## src/include/spi_pu_macros.svh

```systemverilog
`ifndef SPI_PU_MACROS_SVH
`define SPI_PU_MACROS_SVH

// System word and SPI byte widths
`define SPI_PU_DATA_WIDTH 32
`define SPI_PU_BYTE_WIDTH 8

// Buffer depths in words
`define SPI_PU_TX_DEPTH 4
`define SPI_PU_RX_DEPTH 4

// Wishbone word offsets
`define SPI_PU_ADR_DATA   0
`define SPI_PU_ADR_STATUS 1

`endif

```

## src/source/spi_pu_pkg.sv

```systemverilog
`include "spi_pu_macros.svh"

package spi_pu_pkg;

  // Wishbone classic, master to slave
  typedef struct packed {
    logic                          cyc;
    logic                          stb;
    logic                          we;
    logic [3:0]                    adr;
    logic [`SPI_PU_DATA_WIDTH-1:0] dat;
  } wb_req_t;

  // Wishbone classic, slave to master
  typedef struct packed {
    logic [`SPI_PU_DATA_WIDTH-1:0] dat;
    logic                          ack;
    logic                          err;
  } wb_rsp_t;

  // SPI pins driven by the external master
  typedef struct packed {
    logic sclk;
    logic mosi;
    logic cs;
  } spi_in_t;

  typedef struct packed {
    logic [`SPI_PU_DATA_WIDTH-1:0] data;
  } tx_word_t;

  // Last marks the final complete word of a frame
  typedef struct packed {
    logic [`SPI_PU_DATA_WIDTH-1:0] data;
    logic                          last;
  } rx_entry_t;

  typedef struct packed {
    logic [`SPI_PU_DATA_WIDTH-12:0] rsvd;
    logic [2:0]                     rx_count;
    logic [2:0]                     fill_count;
    logic [2:0]                     drain_count;
    logic                           fill_bank;
    logic                           in_frame;
  } status_t;

endpackage

```

## src/source/word_buffer.sv

```systemverilog
module word_buffer #(
  parameter type payload_t = logic,
  parameter int  DEPTH     = 4
) (
  input  logic       clk,
  input  logic       rst,
  input  logic       in_valid,
  output logic       in_ready,
  input  payload_t   in_data,
  output logic       out_valid,
  input  logic       out_ready,
  output payload_t   out_data,
  input  logic       flush,
  output logic [2:0] count
);

  localparam int AW = (DEPTH > 1) ? $clog2(DEPTH) : 1;

  payload_t      mem [DEPTH];
  logic [AW-1:0] wr_ptr;
  logic [AW-1:0] rd_ptr;
  logic          do_push;
  logic          do_pop;

  function automatic logic [AW-1:0] next_ptr(input logic [AW-1:0] ptr);
    next_ptr = (ptr == AW'(DEPTH - 1)) ? '0 : ptr + AW'(1);
  endfunction

  assign in_ready  = (count < 3'(DEPTH));
  assign out_valid = (count != 3'd0);
  assign out_data  = mem[rd_ptr];
  assign do_push   = in_valid && in_ready && !flush;
  assign do_pop    = out_valid && out_ready && !flush;

  always_ff @(posedge clk or posedge rst) begin
    if (rst) begin
      wr_ptr <= '0;
      rd_ptr <= '0;
      count  <= '0;
    end else if (flush) begin
      wr_ptr <= '0;
      rd_ptr <= '0;
      count  <= '0;
    end else begin
      if (do_push) wr_ptr <= next_ptr(wr_ptr);
      if (do_pop) rd_ptr <= next_ptr(rd_ptr);
      case ({do_push, do_pop})
        2'b10:   count <= count + 3'd1;
        2'b01:   count <= count - 3'd1;
        default: count <= count;
      endcase
    end
  end

  always_ff @(posedge clk) begin
    if (do_push) mem[wr_ptr] <= in_data;
  end

  // A full buffer keeps its contents until a pop frees a slot
  a_no_push_full: assert property (@(posedge clk) disable iff (rst)
    (count == 3'(DEPTH) && !do_pop && !flush) |=> (count == 3'(DEPTH) && $stable(wr_ptr)));

  // Read side stays put while empty
  a_no_pop_empty: assert property (@(posedge clk) disable iff (rst)
    (count == 3'd0 && !flush) |=> $stable(rd_ptr));

endmodule

```

## src/source/spi_slave_driver.sv

```systemverilog
`include "spi_pu_macros.svh"

module spi_slave_driver (
  input  logic                          clk,
  input  logic                          rst,
  input  spi_pu_pkg::spi_in_t           spi,
  input  logic [`SPI_PU_BYTE_WIDTH-1:0] tx_byte,
  output logic                          miso,
  output logic [`SPI_PU_BYTE_WIDTH-1:0] rx_byte,
  output logic                          rx_byte_valid,
  output logic                          byte_done,
  output logic                          frame_begin,
  output logic                          frame_end,
  output logic                          in_frame
);

  import spi_pu_pkg::*;

  localparam int BW = `SPI_PU_BYTE_WIDTH;
  localparam int CW = $clog2(BW);

  spi_in_t       sync_a;
  spi_in_t       sync_b;
  spi_in_t       sync_prev;
  logic          sclk_rise;
  logic          sclk_fall;
  logic          cs_fall;
  logic          cs_rise;
  logic [BW-1:0] rx_shift;
  logic [BW-1:0] tx_shift;
  logic [CW-1:0] bit_cnt;
  logic          load_next;

  // --------------------------------------------------------------------------
  // Pin synchroniser and edge detection
  // --------------------------------------------------------------------------
  always_ff @(posedge clk or posedge rst) begin
    if (rst) begin
      sync_a    <= '{sclk: 1'b0, mosi: 1'b0, cs: 1'b1};
      sync_b    <= '{sclk: 1'b0, mosi: 1'b0, cs: 1'b1};
      sync_prev <= '{sclk: 1'b0, mosi: 1'b0, cs: 1'b1};
    end else begin
      sync_a    <= spi;
      sync_b    <= sync_a;
      sync_prev <= sync_b;
    end
  end

  // sclk only counts while cs is low
  assign sclk_rise = sync_b.sclk && !sync_prev.sclk && !sync_b.cs;
  assign sclk_fall = !sync_b.sclk && sync_prev.sclk && !sync_b.cs;
  assign cs_fall   = !sync_b.cs && sync_prev.cs;
  assign cs_rise   = sync_b.cs && !sync_prev.cs;

  // --------------------------------------------------------------------------
  // Frame and bit control
  // --------------------------------------------------------------------------
  always_ff @(posedge clk or posedge rst) begin
    if (rst) begin
      frame_begin   <= 1'b0;
      frame_end     <= 1'b0;
      in_frame      <= 1'b0;
      rx_byte_valid <= 1'b0;
      byte_done     <= 1'b0;
      bit_cnt       <= '0;
      load_next     <= 1'b0;
      tx_shift      <= '0;
    end else begin
      frame_begin   <= cs_fall;
      frame_end     <= cs_rise;
      rx_byte_valid <= 1'b0;
      byte_done     <= 1'b0;
      if (cs_fall) in_frame <= 1'b1;
      else if (cs_rise) in_frame <= 1'b0;

      if (frame_begin) begin
        // First byte of the frame goes straight onto miso
        bit_cnt   <= '0;
        load_next <= 1'b0;
        tx_shift  <= tx_byte;
      end else if (sclk_rise) begin
        bit_cnt <= bit_cnt + CW'(1);
        if (bit_cnt == CW'(BW - 1)) begin
          rx_byte_valid <= 1'b1;
          byte_done     <= 1'b1;
          load_next     <= 1'b1;
        end
      end else if (sclk_fall) begin
        if (load_next) begin
          tx_shift  <= tx_byte;
          load_next <= 1'b0;
        end else begin
          tx_shift <= {tx_shift[BW-2:0], 1'b0};
        end
      end
    end
  end

  // Receive shifter, MSB first
  always_ff @(posedge clk) begin
    if (sclk_rise) rx_shift <= {rx_shift[BW-2:0], sync_b.mosi};
  end

  assign rx_byte = rx_shift;
  assign miso    = tx_shift[BW-1];

  // Bytes complete only inside a frame, with cs still low
  a_done_in_frame: assert property (@(posedge clk) disable iff (rst)
    byte_done |-> (in_frame && !frame_end && !sync_b.cs));

endmodule

```

## src/source/word_to_byte_splitter.sv

```systemverilog
`include "spi_pu_macros.svh"

module word_to_byte_splitter (
  input  logic                          clk,
  input  logic                          rst,
  input  logic                          word_valid,
  output logic                          word_ready,
  input  spi_pu_pkg::tx_word_t          word,
  input  logic                          byte_done,
  input  logic                          frame_begin,
  output logic [`SPI_PU_BYTE_WIDTH-1:0] tx_byte
);

  localparam int BW = `SPI_PU_BYTE_WIDTH;
  localparam int NB = `SPI_PU_DATA_WIDTH / BW;
  localparam int IW = $clog2(NB);

  logic [IW-1:0] byte_idx;
  logic [IW-1:0] cur_idx;

  // Byte index counts down from the MSB byte
  always_ff @(posedge clk or posedge rst) begin
    if (rst) begin
      byte_idx <= IW'(NB - 1);
    end else if (frame_begin) begin
      byte_idx <= IW'(NB - 1);
    end else if (byte_done) begin
      byte_idx <= byte_idx - IW'(1);
    end
  end

  // The driver loads during frame_begin, so present the MSB byte right away
  assign cur_idx = frame_begin ? IW'(NB - 1) : byte_idx;

  // Head of the drain bank is the current word
  // Zero bytes go out while nothing is queued
  assign tx_byte = word_valid ? word.data[cur_idx*BW +: BW] : '0;

  // Pop once the LSB byte has been taken
  assign word_ready = byte_done && (byte_idx == '0);

endmodule

```

## src/source/byte_to_word_assembler.sv

```systemverilog
`include "spi_pu_macros.svh"

module byte_to_word_assembler (
  input  logic                          clk,
  input  logic                          rst,
  input  logic [`SPI_PU_BYTE_WIDTH-1:0] rx_byte,
  input  logic                          rx_byte_valid,
  input  logic                          frame_end,
  output logic                          entry_valid,
  output spi_pu_pkg::rx_entry_t         entry
);

  localparam int BW = `SPI_PU_BYTE_WIDTH;
  localparam int DW = `SPI_PU_DATA_WIDTH;
  localparam int NB = DW / BW;
  localparam int IW = $clog2(NB);

  logic [DW-1:0] shift_word;
  logic [DW-1:0] next_word;
  logic [DW-1:0] pend_word;
  logic [IW-1:0] byte_cnt;
  logic          pend_valid;
  logic          word_done;

  assign next_word = {shift_word[DW-BW-1:0], rx_byte};
  assign word_done = rx_byte_valid && (byte_cnt == IW'(NB - 1));

  // A finished word waits here until the next word or the frame end
  // decides its last flag
  always_ff @(posedge clk or posedge rst) begin
    if (rst) begin
      byte_cnt    <= '0;
      pend_valid  <= 1'b0;
      entry_valid <= 1'b0;
    end else begin
      entry_valid <= 1'b0;
      if (frame_end) begin
        byte_cnt    <= '0;
        pend_valid  <= 1'b0;
        entry_valid <= pend_valid;
      end else if (rx_byte_valid) begin
        byte_cnt <= byte_cnt + IW'(1);
        if (word_done) begin
          pend_valid  <= 1'b1;
          entry_valid <= pend_valid;
        end
      end
    end
  end

  always_ff @(posedge clk) begin
    if (rx_byte_valid) shift_word <= next_word;
    if (word_done) pend_word <= next_word;
    if (frame_end || word_done) begin
      entry.data <= pend_word;
      entry.last <= frame_end;
    end
  end

endmodule

```

## src/source/spi_pu_slave.sv

```systemverilog
`include "spi_pu_macros.svh"

module spi_pu_slave (
  input  logic                clk,
  input  logic                rst,
  input  spi_pu_pkg::wb_req_t wb_req,
  output spi_pu_pkg::wb_rsp_t wb_rsp,
  input  spi_pu_pkg::spi_in_t spi,
  output logic                miso,
  output logic                frame_start,
  output logic                frame_stop
);

  import spi_pu_pkg::*;

  logic       fill_bank;
  logic       last_q;
  logic       req_new;
  logic       is_data;
  logic       is_status;
  logic       wr_data;
  logic       rd_data;
  status_t    status;

  // Transmit banks
  tx_word_t   push_word;
  logic       a_in_valid;
  logic       a_in_ready;
  logic       a_out_valid;
  logic       a_out_ready;
  tx_word_t   a_out_data;
  logic [2:0] a_count;
  logic       b_in_valid;
  logic       b_in_ready;
  logic       b_out_valid;
  logic       b_out_ready;
  tx_word_t   b_out_data;
  logic [2:0] b_count;
  logic       fill_ready;
  logic [2:0] fill_count;
  logic [2:0] drain_count;
  logic       drain_valid;
  tx_word_t   drain_word;

  // Receive path
  logic       rx_entry_valid;
  rx_entry_t  rx_entry;
  logic       rx_out_valid;
  rx_entry_t  rx_out_data;
  logic [2:0] rx_count;

  // SPI core links
  logic [`SPI_PU_BYTE_WIDTH-1:0] tx_byte;
  logic [`SPI_PU_BYTE_WIDTH-1:0] rx_byte;
  logic       rx_byte_valid;
  logic       byte_done;
  logic       word_ready;
  logic       frame_begin;
  logic       frame_end;
  logic       in_frame;

  // --------------------------------------------------------------------------
  // Wishbone decode and response
  // --------------------------------------------------------------------------
  assign req_new   = wb_req.cyc && wb_req.stb && !wb_rsp.ack && !wb_rsp.err;
  assign is_data   = (wb_req.adr == 4'(`SPI_PU_ADR_DATA));
  assign is_status = (wb_req.adr == 4'(`SPI_PU_ADR_STATUS));
  assign wr_data   = req_new && wb_req.we && is_data;
  assign rd_data   = req_new && !wb_req.we && is_data;
  assign push_word = tx_word_t'(wb_req.dat);

  always_comb begin
    status             = '0;
    status.rsvd        = {last_q, {($bits(status.rsvd) - 1){1'b0}}};
    status.rx_count    = rx_count;
    status.fill_count  = fill_count;
    status.drain_count = drain_count;
    status.fill_bank   = fill_bank;
    status.in_frame    = in_frame;
  end

  always_ff @(posedge clk or posedge rst) begin
    if (rst) begin
      wb_rsp <= '0;
      last_q <= 1'b0;
    end else begin
      wb_rsp.ack <= 1'b0;
      wb_rsp.err <= 1'b0;
      if (req_new) begin
        wb_rsp.dat <= '0;
        if (is_data && wb_req.we) begin
          wb_rsp.ack <= fill_ready;
          wb_rsp.err <= !fill_ready;
        end else if (is_data) begin
          wb_rsp.ack <= rx_out_valid;
          wb_rsp.err <= !rx_out_valid;
          if (rx_out_valid) begin
            wb_rsp.dat <= rx_out_data.data;
            last_q     <= rx_out_data.last;
          end
        end else if (is_status) begin
          // Status writes are accepted and ignored
          wb_rsp.ack <= 1'b1;
          if (!wb_req.we) wb_rsp.dat <= status;
        end else begin
          wb_rsp.err <= 1'b1;
        end
      end
    end
  end

  // --------------------------------------------------------------------------
  // Ping-pong bank steering
  // --------------------------------------------------------------------------
  // fill_bank 0 means bank_a fills while bank_b drains
  assign a_in_valid  = wr_data && !fill_bank;
  assign b_in_valid  = wr_data && fill_bank;
  assign a_out_ready = word_ready && fill_bank;
  assign b_out_ready = word_ready && !fill_bank;
  assign fill_ready  = fill_bank ? b_in_ready : a_in_ready;
  assign fill_count  = fill_bank ? b_count : a_count;
  assign drain_count = fill_bank ? a_count : b_count;
  assign drain_valid = fill_bank ? a_out_valid : b_out_valid;
  assign drain_word  = fill_bank ? a_out_data : b_out_data;

  // Swap only between frames, once the drain side has run dry
  always_ff @(posedge clk or posedge rst) begin
    if (rst) begin
      fill_bank <= 1'b0;
    end else if (frame_end && drain_count == 3'd0 && fill_count != 3'd0) begin
      fill_bank <= !fill_bank;
    end
  end

  word_buffer #(.payload_t(tx_word_t), .DEPTH(`SPI_PU_TX_DEPTH)) bank_a (
    .clk       (clk),
    .rst       (rst),
    .in_valid  (a_in_valid),
    .in_ready  (a_in_ready),
    .in_data   (push_word),
    .out_valid (a_out_valid),
    .out_ready (a_out_ready),
    .out_data  (a_out_data),
    .flush     (1'b0),
    .count     (a_count)
  );

  word_buffer #(.payload_t(tx_word_t), .DEPTH(`SPI_PU_TX_DEPTH)) bank_b (
    .clk       (clk),
    .rst       (rst),
    .in_valid  (b_in_valid),
    .in_ready  (b_in_ready),
    .in_data   (push_word),
    .out_valid (b_out_valid),
    .out_ready (b_out_ready),
    .out_data  (b_out_data),
    .flush     (1'b0),
    .count     (b_count)
  );

  // Words arriving while the queue is full are dropped
  word_buffer #(.payload_t(rx_entry_t), .DEPTH(`SPI_PU_RX_DEPTH)) rx_queue (
    .clk       (clk),
    .rst       (rst),
    .in_valid  (rx_entry_valid),
    .in_ready  (),
    .in_data   (rx_entry),
    .out_valid (rx_out_valid),
    .out_ready (rd_data),
    .out_data  (rx_out_data),
    .flush     (1'b0),
    .count     (rx_count)
  );

  // --------------------------------------------------------------------------
  // SPI datapath
  // --------------------------------------------------------------------------
  spi_slave_driver u_driver (
    .clk           (clk),
    .rst           (rst),
    .spi           (spi),
    .tx_byte       (tx_byte),
    .miso          (miso),
    .rx_byte       (rx_byte),
    .rx_byte_valid (rx_byte_valid),
    .byte_done     (byte_done),
    .frame_begin   (frame_begin),
    .frame_end     (frame_end),
    .in_frame      (in_frame)
  );

  word_to_byte_splitter u_splitter (
    .clk         (clk),
    .rst         (rst),
    .word_valid  (drain_valid),
    .word_ready  (word_ready),
    .word        (drain_word),
    .byte_done   (byte_done),
    .frame_begin (frame_begin),
    .tx_byte     (tx_byte)
  );

  byte_to_word_assembler u_assembler (
    .clk           (clk),
    .rst           (rst),
    .rx_byte       (rx_byte),
    .rx_byte_valid (rx_byte_valid),
    .frame_end     (frame_end),
    .entry_valid   (rx_entry_valid),
    .entry         (rx_entry)
  );

  // Frame pulses come straight from the driver's registered edge detect
  assign frame_start = frame_begin;
  assign frame_stop  = frame_end;

endmodule

```

## config.mk

```make
export PLATFORM = sky130hd
export DESIGN_NAME = spi_pu_slave
export DESIGN_NICKNAME = d
export VERILOG_FILES = /design/src/source/spi_pu_pkg.sv /design/src/source/word_buffer.sv /design/src/source/spi_slave_driver.sv /design/src/source/word_to_byte_splitter.sv /design/src/source/byte_to_word_assembler.sv /design/src/source/spi_pu_slave.sv
export VERILOG_INCLUDE_DIRS = /design/src /design/src/include
export SDC_FILE = /design/constraint.sdc
export NUM_CORES = 1
export LEC_CHECK = 0
export ABC_CLOCK_PERIOD_IN_PS = 8000
export BUFFER_PORTS_ARGS = -buffer_cell sky130_fd_sc_hd__buf_2
export CAP_MARGIN = 20
export CORE_MARGIN = 4
export CORE_UTILIZATION = 55
export DETAILED_ROUTE_END_ITERATION = 7
export PLACE_DENSITY = 0.72
export SLEW_MARGIN = 0
export SYNTH_ARGS = -nofsm -noshare
export SYNTH_HDL_FRONTEND = slang
export SYNTH_HIERARCHICAL = 1
export SYNTH_SLANG_ARGS = --single-unit
```

## constraint.sdc

```tcl
create_clock -name clk -period 8 [get_ports clk]
set_input_delay 0 -clock clk [delete_from_list [all_inputs] [get_ports clk]]
set_output_delay 0 -clock clk [all_outputs]
set_load 0.1 [all_outputs]
```

==> impl_results.md <==
* Status: finished clean
* Setup bufs post-CTS at 0
* Pwr dens at 236 nW/um^2
* CP Depth at 8
* Antenna Cells at 0
* # setup viols final at 0
* DRT antenna net count at 0
* Worst-path clk slew at 0.06 ns
* CTS tree: done
* CP endpoint kind: register
* Initial antenna violation count at 0
* Clock Path Buffers at 3
* Reg-to-reg startpoint: wb_rsp[0]
* Most common cell after layout, fill and taps aside: edfxtp_1
* Actual slew at the worst max-slew pin at approximately 1.1 ns
* Reg-to-reg endpoint: bank_a/mem[3][20]
* HPWL Detailed at roughly 24,000 um
* Slew headroom at 29.4%
* Total Wirelength at ~41,000 um
* WP data arrival at 3.98 ns
* Clock buffer count from CTS at 54
* Critical-path cell list: nand4bb_2 > buf_4 > nor3_2 > and2_2 > and2b_1 > nor2b_1 > nor2b_1 > and2_2
* CP startpoint: wb_rsp[0]
* Fin cells at 1,811
* Starting Density at 55.8%
* Via count at between 10,000 and 15,000
* Setup Skew at about 0.026 ns
* Final Hold Viols at 0
* Top delay family on crit path: simple AND/OR/NAND/NOR gates
* GP Congestion at 0.750
* Die H at 209 um
* Detailed Routing Iterations Pass 1 at 5
* Crit path to: bank_a/mem[3][20]
* CP max stage cell: and2_2
* Startpoint Class: register
* Syn-to-layout area delta at 13.8%
* Resized Gates After CTS at 0
* Most frequent cells in the layout: 485 x edfxtp_1, 97 x mux4_2, 80 x buf_2, 78 x dfrtp_1, 55 x clkbuf_16
* Reg2reg path depth at 8
* RSZ-0062 raised after global routing: no
* Reg-to-reg slack, setup at between 4 and 5 ns
* Peak supply drop at approximately 0.19 mV
* Fmax at between 200 and 300 MHz
* Leakage at 8.63 nW
* Post-route minimum period at 3.77 ns
* Vias in the first global route at approximately 11,000
* Remaining DRCs at 0
* Yosys warns at 6
* DRT iter0 DRCs at 849
* Placement Rows at 73
* Crit path buf inv count at 1
* Mapped cell area at 22,300 sq um
* Largest net degree at the start of global routing at 47
* GR Util All Layers at roughly a fifth
* Tightest Hold Check Type: in2async
* Critical path class: reg2reg
* Io pins at 81
* CP Data Required Time at around 8.2 ns
* Avg WL per Cell at 22.5 um
* Die W at 209 um
* Clock sink count at 572
* Final period utilization at a little under half
* Core box area at 39,900 sq um
* Share of layout cells above drive strength 1 at 30.2%
* Syn_area_per_cell at 20.3 sq um
* Top fanout value on the critical path at 42
* First-pass GRT wire length at 64,200 um
* Cells after Synth at 1,094
* Number of placed cells counting well taps at 1,662
* Slowest cell delay on critical path at 0.79 ns
* Die footprint at roughly 44,000 sq um
* Port-buffer cells at 80
* Final TNS setup at 0 ns
* Root Driver: clkbuf_16
* Slew Limit Fails at 0
* Via-to-Cell Ratio at 5.77
* Final #Nets at 1,307
* Htree depth at 2
* Max Cap Viol at 0
* Total congestion overflow at 0
* Worst-skew pair later-pin latency at 0.61 ns
layer usage:
metal	GRT usage, %	wire length, um
met4	4.21	594
met5	0	0
met3	3.62	2240
met2	29.6	19600
met1	28.4	18300
final cells by class:
cell class / count / area (sq um)
fill: 2615 / 14600
tap: 525 / 657
multi-input combinational: 450 / 5050
inverter: 20 / 75.1
timing repair buffer: 142 / 998
clock inverter: 33 / 343
clock buffer: 69 / 1460
sequential: 572 / 16800
metrics by stage:
| stage | setup slack [ns] | area, sq um | total power [mW] | util, % | hold WS [ns] |
|---|---|---|---|---|---|
| floorplan | 4.45 | 22300 | 3.41 | - | -0.234 |
| global placement | 4.38 | 23100 | 3.46 | 57.8 | -0.0115 |
| detailed placement | 4.28 | 23100 | 3.47 | 57.8 | -0.0192 |
| CTS | 4.22 | 25300 | 6.02 | 63.4 | 0.0150 |
| global route | 3.91 | 25300 | 6.16 | 63.5 | 0.0313 |
| finish | 4.23 | 25300 | 5.97 | 63.5 | 0.0353 |
how the worst min path moves through the flow:
stage	start	endpoint	cells after the start	slack, ns
global placement	rst	u_assembler/entry_valid	2	-0.01
floorplan	rst	u_assembler/byte_cnt[0]	1	-0.23
finish	rst	u_driver/tx_shift[1]	3	0.04
global route	spi[1]	u_driver/sync_a[1]	2	0.03
CTS	spi[2]	u_driver/sync_a[2]	2	0.02
detailed placement	rst	u_assembler/entry_valid	2	-0.02
worst min-delay path, cell delays in order:
cell           delay, ns
dlygate4sd3_1       0.53
buf_2               0.17
inv_1               0.37
sequential cells by signal, indices dropped and copies added (netlist names), 3 cells and up:
name                    cells
u_driver/tx_shift           8
bank_a/count                3
rx_queue/mem              132
u_assembler/shift_word     24
rx_queue/count              3
u_driver/bit_cnt            3
u_assembler/entry          33
bank_a/mem                128
u_assembler/pend_word      32
u_driver/sync_b             3
bank_b/mem                128
u_driver/rx_byte            8
u_driver/sync_a             3
wb_rsp                     34
bank_b/count                3
report_power, final:
group / switching (mW) / total, mW / internal, mW / leakage (nW)
combinational: 0.119 / 0.169 / 0.0506 / 2.22
clock: 1.08 / 2.54 / 1.46 / 0.873
sequential: 0.0168 / 3.26 / 3.24 / 5.54
total: 1.22 / 5.97 / 4.75 / 8.63
timing repair:
| item | 4_1_cts | 5_1_grt |
|---|---|---|
| endpoints found under the hold margin | 356 | 0 |
| setup endpoints to repair | 0 | 0 |
| hold buffers | 45 | 0 |
(Power assumes the default switching activity.)
